$ cat src/exec_pkg.sv
// Data widths, instruction field positions, opcode values and ALU operation codes
package exec_pkg;

	localparam int xlen       = 32;
	localparam int reg_addr_w = 5;
	localparam int num_regs   = 16;   // Registers 0 to 15, 0 reads as zero
	localparam int imm_w      = 13;
	localparam int op_w       = 4;
	localparam int alu_op_w   = 3;

	// Instruction field positions
	localparam int op_hi  = 31;
	localparam int op_lo  = 28;
	localparam int rd_hi  = 27;
	localparam int rd_lo  = 23;
	localparam int rs_hi  = 22;
	localparam int rs_lo  = 18;
	localparam int rt_hi  = 17;
	localparam int rt_lo  = 13;
	localparam int imm_hi = 12;
	localparam int imm_lo = 0;

	localparam logic [op_w-1:0] op_add  = 4'd0;
	localparam logic [op_w-1:0] op_sub  = 4'd1;
	localparam logic [op_w-1:0] op_and  = 4'd2;
	localparam logic [op_w-1:0] op_or   = 4'd3;
	localparam logic [op_w-1:0] op_xor  = 4'd4;
	localparam logic [op_w-1:0] op_slt  = 4'd5;   // Signed compare
	localparam logic [op_w-1:0] op_addi = 4'd6;
	localparam logic [op_w-1:0] op_lui  = 4'd7;   // Opcodes 8 to 15 are illegal

	localparam logic [alu_op_w-1:0] alu_add = 3'd0;
	localparam logic [alu_op_w-1:0] alu_sub = 3'd1;
	localparam logic [alu_op_w-1:0] alu_and = 3'd2;
	localparam logic [alu_op_w-1:0] alu_or  = 3'd3;
	localparam logic [alu_op_w-1:0] alu_xor = 3'd4;
	localparam logic [alu_op_w-1:0] alu_slt = 3'd5;
	localparam logic [alu_op_w-1:0] alu_lui = 3'd6;

endpackage

$ cat src/regfile.sv
// Register file with two read ports, one write port and a debug read port
`timescale 1ns/1ns

module regfile (
	input  logic clk,
	input  logic rst,
	input  logic [exec_pkg::reg_addr_w-1:0] raddr_a,
	input  logic [exec_pkg::reg_addr_w-1:0] raddr_b,
	input  logic [exec_pkg::reg_addr_w-1:0] waddr,
	input  logic [exec_pkg::xlen-1:0] wdata,
	input  logic we,
	output logic [exec_pkg::xlen-1:0] rdata_a,
	output logic [exec_pkg::xlen-1:0] rdata_b,
	input  logic [exec_pkg::reg_addr_w-1:0] which_reg,
	output logic [exec_pkg::xlen-1:0] reg_content
);

	// Register 0 is not stored
	logic [exec_pkg::xlen-1:0] regs [1:exec_pkg::num_regs-1];

	function automatic logic [exec_pkg::xlen-1:0] read_reg(
		input logic [exec_pkg::reg_addr_w-1:0] addr
	);
		logic [exec_pkg::xlen-1:0] val;
		val = '0;
		if (addr != '0 && 32'(addr) < exec_pkg::num_regs) begin
			val = regs[addr[exec_pkg::reg_addr_w-2:0]];
		end
		return val;
	endfunction

	always_ff @(posedge clk) begin
		if (rst) begin
			for (int i = 1; i < exec_pkg::num_regs; i++) begin
				regs[i] <= '0;
			end
		end else if (we && waddr != '0 && 32'(waddr) < exec_pkg::num_regs) begin
			regs[waddr[exec_pkg::reg_addr_w-2:0]] <= wdata;   // Addresses 16 and up fall through
		end
	end

	// All three read ports are combinational
	always_comb begin
		rdata_a     = read_reg(raddr_a);
		rdata_b     = read_reg(raddr_b);
		reg_content = read_reg(which_reg);
	end

endmodule

$ cat src/instr_decoder.sv
// Instruction field extraction, immediate sign extension and ALU operation select
`timescale 1ns/1ns

module instr_decoder (
	input  logic [exec_pkg::xlen-1:0] instr,
	output logic [exec_pkg::reg_addr_w-1:0] rs_addr,
	output logic [exec_pkg::reg_addr_w-1:0] rt_addr,
	output logic [exec_pkg::reg_addr_w-1:0] rd_addr,
	output logic [exec_pkg::alu_op_w-1:0] alu_op,
	output logic use_imm,
	output logic legal,
	output logic [exec_pkg::xlen-1:0] imm_ext
);

	logic [exec_pkg::op_w-1:0] opcode;
	logic [exec_pkg::imm_w-1:0] imm;

	assign opcode  = instr[exec_pkg::op_hi:exec_pkg::op_lo];
	assign rd_addr = instr[exec_pkg::rd_hi:exec_pkg::rd_lo];
	assign rs_addr = instr[exec_pkg::rs_hi:exec_pkg::rs_lo];
	assign rt_addr = instr[exec_pkg::rt_hi:exec_pkg::rt_lo];
	assign imm     = instr[exec_pkg::imm_hi:exec_pkg::imm_lo];

	assign imm_ext = {{(exec_pkg::xlen - exec_pkg::imm_w){imm[exec_pkg::imm_w-1]}}, imm};

	always_comb begin
		alu_op  = exec_pkg::alu_add;
		use_imm = 1'b0;
		legal   = 1'b1;
		case (opcode)
			exec_pkg::op_add: alu_op = exec_pkg::alu_add;
			exec_pkg::op_sub: alu_op = exec_pkg::alu_sub;
			exec_pkg::op_and: alu_op = exec_pkg::alu_and;
			exec_pkg::op_or:  alu_op = exec_pkg::alu_or;
			exec_pkg::op_xor: alu_op = exec_pkg::alu_xor;
			exec_pkg::op_slt: alu_op = exec_pkg::alu_slt;
			exec_pkg::op_addi: begin
				alu_op  = exec_pkg::alu_add;
				use_imm = 1'b1;
			end
			exec_pkg::op_lui: begin
				alu_op  = exec_pkg::alu_lui;
				use_imm = 1'b1;
			end
			default: legal = 1'b0;   // Upper half of opcode space
		endcase
	end

endmodule

$ cat src/alu.sv
// 32-bit arithmetic and logic unit with immediate operand select
`timescale 1ns/1ns

module alu (
	input  logic [exec_pkg::xlen-1:0] a,
	input  logic [exec_pkg::xlen-1:0] b,
	input  logic [exec_pkg::xlen-1:0] imm_ext,
	input  logic use_imm,
	input  logic [exec_pkg::alu_op_w-1:0] alu_op,
	output logic [exec_pkg::xlen-1:0] y
);

	logic [exec_pkg::xlen-1:0] op_b;
	logic lt;

	assign op_b = use_imm ? imm_ext : b;
	assign lt   = $signed(a) < $signed(op_b);

	// Add and sub wrap at 32 bits
	always_comb begin
		case (alu_op)
			exec_pkg::alu_add: y = a + op_b;
			exec_pkg::alu_sub: y = a - op_b;
			exec_pkg::alu_and: y = a & op_b;
			exec_pkg::alu_or:  y = a | op_b;
			exec_pkg::alu_xor: y = a ^ op_b;
			exec_pkg::alu_slt: y = {{(exec_pkg::xlen-1){1'b0}}, lt};
			exec_pkg::alu_lui: begin
				// Immediate lands in the top 13 bits
				y = {op_b[exec_pkg::imm_w-1:0], {(exec_pkg::xlen - exec_pkg::imm_w){1'b0}}};
			end
			default: y = '0;
		endcase
	end

endmodule

$ cat src/exec_sequencer.sv
// Four-phase handshake FSM with instruction latch, write-back timing and result register
`timescale 1ns/1ns

module exec_sequencer (
	input  logic clk,
	input  logic rst,
	input  logic instr_req,
	input  logic [exec_pkg::xlen-1:0] instr,
	output logic instr_ack,
	output logic [exec_pkg::xlen-1:0] cur_instr,
	input  logic [exec_pkg::reg_addr_w-1:0] rd_addr,
	input  logic legal,
	input  logic [exec_pkg::xlen-1:0] alu_y,
	output logic [exec_pkg::reg_addr_w-1:0] waddr,
	output logic [exec_pkg::xlen-1:0] wdata,
	output logic we,
	output logic [exec_pkg::xlen-1:0] result
);

	typedef enum logic [1:0] {
		st_idle,
		st_exec,
		st_ack
	} state_t;

	state_t state;
	logic accept;

	assign accept = (state == st_idle) && instr_req && !instr_ack;

	// Write port is live only during execute
	assign we    = (state == st_exec) && legal;
	assign waddr = rd_addr;
	assign wdata = alu_y;

	always_ff @(posedge clk) begin
		if (accept) begin
			cur_instr <= instr;
		end
	end

	always_ff @(posedge clk) begin
		if (rst) begin
			state     <= st_idle;
			instr_ack <= 1'b0;
			result    <= '0;
		end else begin
			case (state)
				st_idle: begin
					if (accept) begin
						state <= st_exec;
					end
				end
				st_exec: begin
					result    <= legal ? alu_y : '0;   // Illegal opcode gives zero
					instr_ack <= 1'b1;
					state     <= st_ack;
				end
				st_ack: begin
					// Hold here until the agent drops its request
					if (!instr_req) begin
						instr_ack <= 1'b0;
						state     <= st_idle;
					end
				end
				default: state <= st_idle;
			endcase
		end
	end

endmodule

$ cat src/exec_top.sv
// Execute engine top level joining sequencer, decoder, ALU and register file
`timescale 1ns/1ns

module exec_top (
	input  logic clk,
	input  logic rst,
	input  logic instr_req,
	input  logic [exec_pkg::xlen-1:0] instr,
	output logic instr_ack,
	output logic [exec_pkg::xlen-1:0] result,
	input  logic [exec_pkg::reg_addr_w-1:0] which_reg,
	output logic [exec_pkg::xlen-1:0] reg_content
);

	logic [exec_pkg::xlen-1:0] cur_instr;
	logic [exec_pkg::reg_addr_w-1:0] rs_addr;
	logic [exec_pkg::reg_addr_w-1:0] rt_addr;
	logic [exec_pkg::reg_addr_w-1:0] rd_addr;
	logic [exec_pkg::alu_op_w-1:0] alu_op;
	logic use_imm;
	logic legal;
	logic [exec_pkg::xlen-1:0] imm_ext;
	logic [exec_pkg::xlen-1:0] rdata_a;
	logic [exec_pkg::xlen-1:0] rdata_b;
	logic [exec_pkg::xlen-1:0] alu_y;
	logic [exec_pkg::reg_addr_w-1:0] waddr;
	logic [exec_pkg::xlen-1:0] wdata;
	logic we;

	exec_sequencer seq_i (
		.clk(clk), .rst(rst), .instr_req(instr_req), .instr(instr),
		.instr_ack(instr_ack), .cur_instr(cur_instr), .rd_addr(rd_addr),
		.legal(legal), .alu_y(alu_y), .waddr(waddr), .wdata(wdata),
		.we(we), .result(result)
	);

	instr_decoder dec_i (
		.instr(cur_instr), .rs_addr(rs_addr), .rt_addr(rt_addr),
		.rd_addr(rd_addr), .alu_op(alu_op), .use_imm(use_imm),
		.legal(legal), .imm_ext(imm_ext)
	);

	alu alu_i (
		.a(rdata_a), .b(rdata_b), .imm_ext(imm_ext), .use_imm(use_imm),
		.alu_op(alu_op), .y(alu_y)
	);

	regfile rf_i (
		.clk(clk), .rst(rst), .raddr_a(rs_addr), .raddr_b(rt_addr),
		.waddr(waddr), .wdata(wdata), .we(we), .rdata_a(rdata_a),
		.rdata_b(rdata_b), .which_reg(which_reg), .reg_content(reg_content)
	);

endmodule

$ cat config.mk
export PLATFORM = sky130hd
export DESIGN_NAME = exec_top
export DESIGN_NICKNAME = d
export VERILOG_FILES = /design/src/exec_pkg.sv /design/src/regfile.sv /design/src/instr_decoder.sv /design/src/alu.sv /design/src/exec_sequencer.sv /design/src/exec_top.sv
export SDC_FILE = /design/constraint.sdc
export NUM_CORES = 1
export LEC_CHECK = 0
export ABC_AREA = 0
export BUFFER_PORTS_ARGS = -buffer_cell sky130_fd_sc_hd__buf_2
export CORE_ASPECT_RATIO = 1.5
export CORE_MARGIN = 2
export CORE_UTILIZATION = 45
export DETAILED_ROUTE_END_ITERATION = 10
export GPL_TIMING_DRIVEN = 0
export HOLD_SLACK_MARGIN = 0.08
export PLACE_DENSITY = 0.61
export SYNTH_ARGS = -nofsm -noshare
export SYNTH_HDL_FRONTEND = slang
export SYNTH_SLANG_ARGS = --single-unit
$ cat constraint.sdc
create_clock -name clk -period 9 [get_ports clk]
set_input_delay 0 -clock clk [delete_from_list [all_inputs] [get_ports clk]]
set_output_delay 0 -clock clk [all_outputs]
set_load 0.03 [all_outputs]
==> results of run 1 <==
worst max-delay path, cell delays in order (launching register included):
cell	delay, ns
dfxtp_1	0.41
clkbuf_1	0.55
buf_1	0.73
clkbuf_1	1.05
mux4_2	0.41
nand2_1	0.06
nand2_1	0.14
o21ai_0	0.21
nor3_1	0.63
ha_1	0.45
nor4_1	0.65
nand2_1	0.11
a21oi_1	0.52
o21ai_0	0.41
o31ai_1	0.40
o221ai_1	0.19
a21oi_1	1.07
clkbuf_1	0.42
nor2_1	0.11
routing by layer:
metal | share of wire | wire length (um)
met5 | 0.00024 | 42
met1 | 0.30 | 52730
met2 | 0.45 | 77960
met4 | 0.12 | 20700
met3 | 0.13 | 22160
flip-flops by register name, indices dropped and copies added (netlist names), named ones only:
signal,flops
rf_i.regs,512
seq_i.cur_instr,32
seq_i.instr_ack,1
seq_i.result,32
seq_i.state,2
logic make-up (layout without fill, tap and decap cells):
kind of cell | Yosys count | after routing
compound gates | 476 | 476
xor+xnor | 11 | 11
fa+ha+maj | 98 | 98
buf+inv | 414 | 709
flops | 587 | 587
mux | 443 | 443
other cells | 1 | 33
simple gates | 1165 | 1165
per-stage QoR:
step           hold WS [ns]  setup TNS (ns)  area, sq um
6_report             0.1183               0        43040
4_1_cts             0.08815               0        42940
5_1_grt              0.1420               0        43030
2_1_floorplan       0.09887               0        38010
3_5_place_dp         0.1788          -2.494        40290
3_3_place_gp         0.1776          -11.78        39920
power groups by stage:
stage	combinational, uW	sequential, uW	clock (uW)
4_1_cts	2920	3260	2590
3_3_place_gp	2830	3330	0
5_1_grt	3180	3280	2680
3_5_place_dp	2890	3320	0
6_report	3090	3270	2620
2_1_floorplan	1820	3270	0
worst max path at each step:
| stage | from | to | slack, ns | cells after the start |
|---|---|---|---|---|
| floorplan | register | rf_i.regs[10][31] | 3.16 | 21 |
| detailed placement | register | rf_i.regs[7][28] | -0.17 | 22 |
| CTS | register | rf_i.regs[7][28] | 0.04 | 20 |
| global placement | register | rf_i.regs[3][0] | -0.46 | 23 |
| finish | register | rf_i.regs[4][19] | 0.10 | 18 |
| global route | register | rf_i.regs[3][19] | 0.12 | 18 |
placed cells by master (no fill, tap or decap), types with 11 or more instances in the layout:
| cell type | count |
|---|---|
| nor2_1 | 544 |
| edfxtp_1 | 544 |
| mux4_2 | 424 |
| nand2_1 | 372 |
| clkbuf_1 | 218 |
| o21ai_0 | 132 |
| inv_1 | 131 |
| a21oi_1 | 131 |
| buf_2 | 107 |
| ha_1 | 96 |
| dlygate4sd3_1 | 67 |
| clkbuf_16 | 63 |
| nor3_1 | 52 |
| buf_1 | 48 |
| nor2b_1 | 43 |
| dfxtp_1 | 43 |
| nand3_1 | 42 |
| conb_1 | 32 |
| a21o_1 | 23 |
| o21bai_1 | 18 |
| nor4_1 | 15 |
| a22o_1 | 14 |
| clkbuf_2 | 12 |
| nand4_1 | 12 |
| o31ai_1 | 12 |
| clkinv_2 | 12 |
| nand2b_1 | 11 |
| and2_1 | 11 |
| o211ai_1 | 11 |
area by class of cell:
class | instances | area [sq um] | area share
multi-input combinational | 2225 | 19390 | 0.4505
sequential | 587 | 17200 | 0.3996
clock buffer | 73 | 1624 | 0.03774
timing repair buffer | 187 | 1469 | 0.03413
tap | 1122 | 1404 | 0.03262
buffer | 279 | 1099 | 0.02553
inverter | 135 | 506.7 | 0.01177
clock inverter | 35 | 345.3 | 0.008024
antenna | 1 | 2.502 | 0.00005815
repair_timing:
action,in CTS,in global routing
gates resized for setup,2,14
hold buffers,67,0
hold endpoints to repair,48,0
endpoints found under the setup margin,30,64
buffers inserted,0,0
cloned,0,0
==> impl_metrics.ini, run 1 <==
[pwr]
swShare = 0.3793
total_leakage_power_uw = 0.01570
fin_total_pwr_uw = 8981
ir_drop_uv = 162.6
p_per_area_nw_per_um2 = 208.7
clockPowerShare = 0.292
seq_power_share = 0.364
internal_power_uw = 5575
comb_power_share = 0.344
switchingPower_uw = 3406

[synth]
yosysSeqAreaShare = 0.4538
async_reset_ff_frac = 0
synthSimpleGateAreaFrac = 0.1298
ys.flop_type = edfxtp_1
synthMuxAreaShare = 0.2573
synth-compound-area-share = 0.08215
yosysTopAreaCellShare = 0.4311
synth-edff-count = 544
synth_area_sq_um = 37900
synth_top_family_by_area = multiplexers
synth_area_per_cell_sq_um = 11.86
synthTopCellsByArea = edfxtp_1, mux4_2, nor2_1
synth_fa_ha_area_frac = 0.03275
synthXorXnorAreaFrac = 0.002542
synth_commonest_cells = nor2_1, edfxtp_1, mux4_2
ys_ff_latch = 587
yosys.area.top_type = edfxtp_1
synthCells = 3195
synth_cell_type_count = 88
synth_most_common_cell = nor2_1
yosysWarnings = 0

[sta]
setup_viol = 0
worst_slack_ns = 0.1022
skew_ns = 0.04610
worst_pin_slew_ns = 1.650
post-route-min-period_ns = 8.898
fin_crit_sh = 0.9886
rsz0062_at_grt = no
final_max_slew_viol_count = 11
final_hold_viol_count = 0
slew_headroom = -0.09975
fmaxAchievable_mhz = 112.4

[cells_and_area]
final_core_utilization = 0.5147
drive_gt1_frac = 0.2068
fin_nets = 3611
layout.cells.non_filler = 4644
area_growth_pct = 13.56
fillers = 7499

[global_routing]
grt_util_met1 = 0.4341
first_global_vias = 32012
track_usage = 0.4003
use_met3 = 0.1291
grt_max_degree = 36
grt_pass1_wl_um = 238100
gr-usage-met2 = 0.6203
top_usage_layer = met2
grt_overflow_total = 0
antenna_found_initial = 6

[floorplan]
die_area_sq_um = 86600
die_y_um = 359.4
rows = 130
die_w_um = 240.9
initial_core_util = 0.4533
design.core.area_sq_um = 83610
boundaryPins = 105

[routing]
drcViolationCount = 0
routedWlPerCell_um = 37.38
vias = 32539
wl_um = 173600
drtIter0Drc = 5539
final_antenna_net_count = 0
viasPerCell = 7.007
drtPass1Iterations = 6

[min_path]
hp-start = instr[21]
whs_path_depth = 3
hold_path.class = input pin to register

[clock_tree]
clk_pin_slew_ns = 0.08
root_buffer = clkbuf_16
clockBufferDepth = 3
cts_tree = done
htree_levels = 2
cts_inserted_buffers = 58
cts_sinks = 587
clk_latency_ns = 0.68

[worst_setup_path]
ff2ff_path_depth = 18
worstPathRequired_ns = 9.36
arrival_ns = 9.26
crit_type = register to register
start_kind = register
reg2reg_to = rf_i.regs[4][19]
crit_path_end_kind = register
path_max_fanout = 10
regToRegSetupSlack_ns = 0.10

[placed_design]
place_hpwl_um = 121200
portBuffers = 100
place_inst = 4464
place_ws_ns = -0.1715
finalWeightedCongestion = 1.078

[status]
violations = capacitance limit, slew limit
status = finished, violations left

[job]
maxCapViolations = 3
(Power assumes the default switching activity.)
==> inputs of run 2 (changes only) <==
Settings changed: MAX_ROUTING_LAYER set to met4.
==> impl_metrics.ini, run 2 (synthesis gave the netlist of run 1 again) <==
[worst_setup_path]
arrival_ns = 9.48
start_kind = register
crit_chain = clkbuf_1 -> buf_1 -> clkbuf_1 -> mux4_2 -> nand2_1 -> a21oi_1 -> a21oi_1 -> o21ai_0 -> ha_1 -> buf_1 -> o21bai_1 -> a211o_1 -> o21ai_0 -> a31oi_1 -> a41oi_1 -> nor2_1 -> a211oi_2 -> buf_2 -> nor2_1
path_max_fanout = 10
worstPathRequired_ns = 9.36
crit_path_end_kind = register
slowest_delay_ns = 1.02
ff2ff_path_depth = 19
crit_type = register to register
crit_path_top_delay_cell = buf_1

[cells_and_area]
fin_nets = 3601
largest_register = rf_i.regs
final_core_utilization = 0.5132
top_regs = rf_i.regs: 512 flops, seq_i.cur_instr: 32 flops, seq_i.result: 32 flops
fillers = 7466
final_area_sq_um = 42900
area_growth_pct = 13.22
drive_gt1_frac = 0.2084
mostFrequentLayoutCells = nor2_1, edfxtp_1, mux4_2
largest_reg_flops = 512

[clock_tree]
clockBufferDepth = 3
clk_latency_ns = 0.67
cts_inserted_buffers = 59
root_buffer = clkbuf_16
cts_sinks = 587
clk_pin_slew_ns = 0.06
cts_tree = done
htree_levels = 2

[placed_design]
place_hpwl_um = 125200
finalWeightedCongestion = 1.041
place_area_sq_um = 40290
portBuffers = 100

[routing]
drtPass1Iterations = 8
final_antenna_net_count = 0
wl_um = 177400
drtIter0Drc = 4836
viasPerCell = 6.981
routedWlPerCell_um = 38.22
vias = 32393
drcViolationCount = 0

[min_path]
whs_path_depth = 2
hold_path.class = input pin to register

[floorplan]
boundaryPins = 105
rows = 130
design.core.area_sq_um = 83610
die_area_sq_um = 86600
die_w_um = 240.9
initial_core_util = 0.4533
die_y_um = 359.4

[global_routing]
grt_pass1_wl_um = 240400
track_usage = 0.4205
grt_max_degree = 36
grt_overflow_total = 0
antenna_found_initial = 4
first_global_vias = 31795

[sta]
slew_headroom = -0.07559
worst_pin_slew_ns = 1.613
worst_slack_ns = -0.1249
post-route-min-period_ns = 9.125
skew_ns = 0.04133
setup_viol = 29
final_hold_viol_count = 0
timing.setup.tns_ns = -2.073
fin_crit_sh = 1.014
rsz0062_at_grt = no
fmaxAchievable_mhz = 109.6
final_max_slew_viol_count = 44

[status]
violations = capacitance limit, slew limit, setup timing
status = finished, violations left

[pwr]
total_leakage_power_uw = 0.01564
p_per_area_nw_per_um2 = 209.2
ir_drop_uv = 156.2

[job]
maxCapViolations = 4
==> run 2: layer usage <==
| metal | GRT usage | vias up | wire [um] |
|---|---|---|---|
| met3 | 0.1193 | 1066 | 21180 |
| met5 | - | - | 0 |
| li1 | - | 12562 | - |
| met1 | 0.4335 | 15841 | 53240 |
| met4 | 0.3753 | 0 | 20460 |
| met2 | 0.6484 | 2924 | 82480 |
==> run 2: final cells by class <==
| cell class | instances | area (sq um) | area share |
|---|---|---|---|
| inverters | 135 | 506.7 | 0.01181 |
| repair buffers | 176 | 1329 | 0.03097 |
| well taps | 1122 | 1404 | 0.03272 |
| clock buffers | 85 | 1708 | 0.03981 |
| multi-input cells | 2225 | 19360 | 0.4514 |
| flip-flops and latches | 587 | 17200 | 0.4008 |
| clock inverters | 25 | 270.3 | 0.006299 |
| plain buffers | 279 | 1110 | 0.02587 |
| diodes | 6 | 15.01 | 0.0003500 |
==> run 2: worst paths after layout <==
| kind | slack [ns] | to | startpoint |
|---|---|---|---|
| max | -0.12 | rf_i.regs[7][30] | register |
| min | 0.09 | seq_i.cur_instr[18] | instr[18] |
| max reg2reg | -0.12 | rf_i.regs[7][30] | register |
| min reg2reg | 0.45 | seq_i.result[16] | seq_i.result[16] |
==> run 2: worst max-delay path, delay by kind of cell, from the launching register on <==
| family | cells | cell delay, ns |
|---|---|---|
| flip-flops | 1 | 0.37 |
| multiplexers | 1 | 0.43 |
| adder cells (fa/ha/maj) | 1 | 0.48 |
| AND/OR/NAND/NOR | 3 | 0.25 |
| AO/OA/AOI/OAI | 9 | 3.74 |
| buffers and inverters | 5 | 3.53 |
==> run 2: power by group <==
group / switching (uW) / leakage, uW / internal (uW)
registers: 133 / 0.00593 / 3140
clock network: 1150 / 0.000967 / 1460
logic: 2090 / 0.00874 / 1000
total: 3380 / 0.0156 / 5600
==> run 2: stage by stage <==
stage / worst slack [ns] / std cells / hold WS, ns / power, uW
after floorplan: 3.164 / 3226 / 0.09887 / 5084
after global placement: -0.5451 / 4448 / 0.1774 / 6202
after detailed placement: -0.09287 / 4466 / 0.1781 / 6241
after CTS: 0.01170 / 4631 / 0.08050 / 8802
after global routing: 0.01074 / 4638 / 0.09201 / 9154
final: -0.1249 / 4640 / 0.08573 / 8977
==> run 2: what timing repair did <==
action,in CTS,in global routing
setup buffers,0,2
hold endpoints to repair,48,1
endpoints found under the setup margin,30,156
gates resized for setup,6,8
hold buffers,55,1
pin swaps,0,1
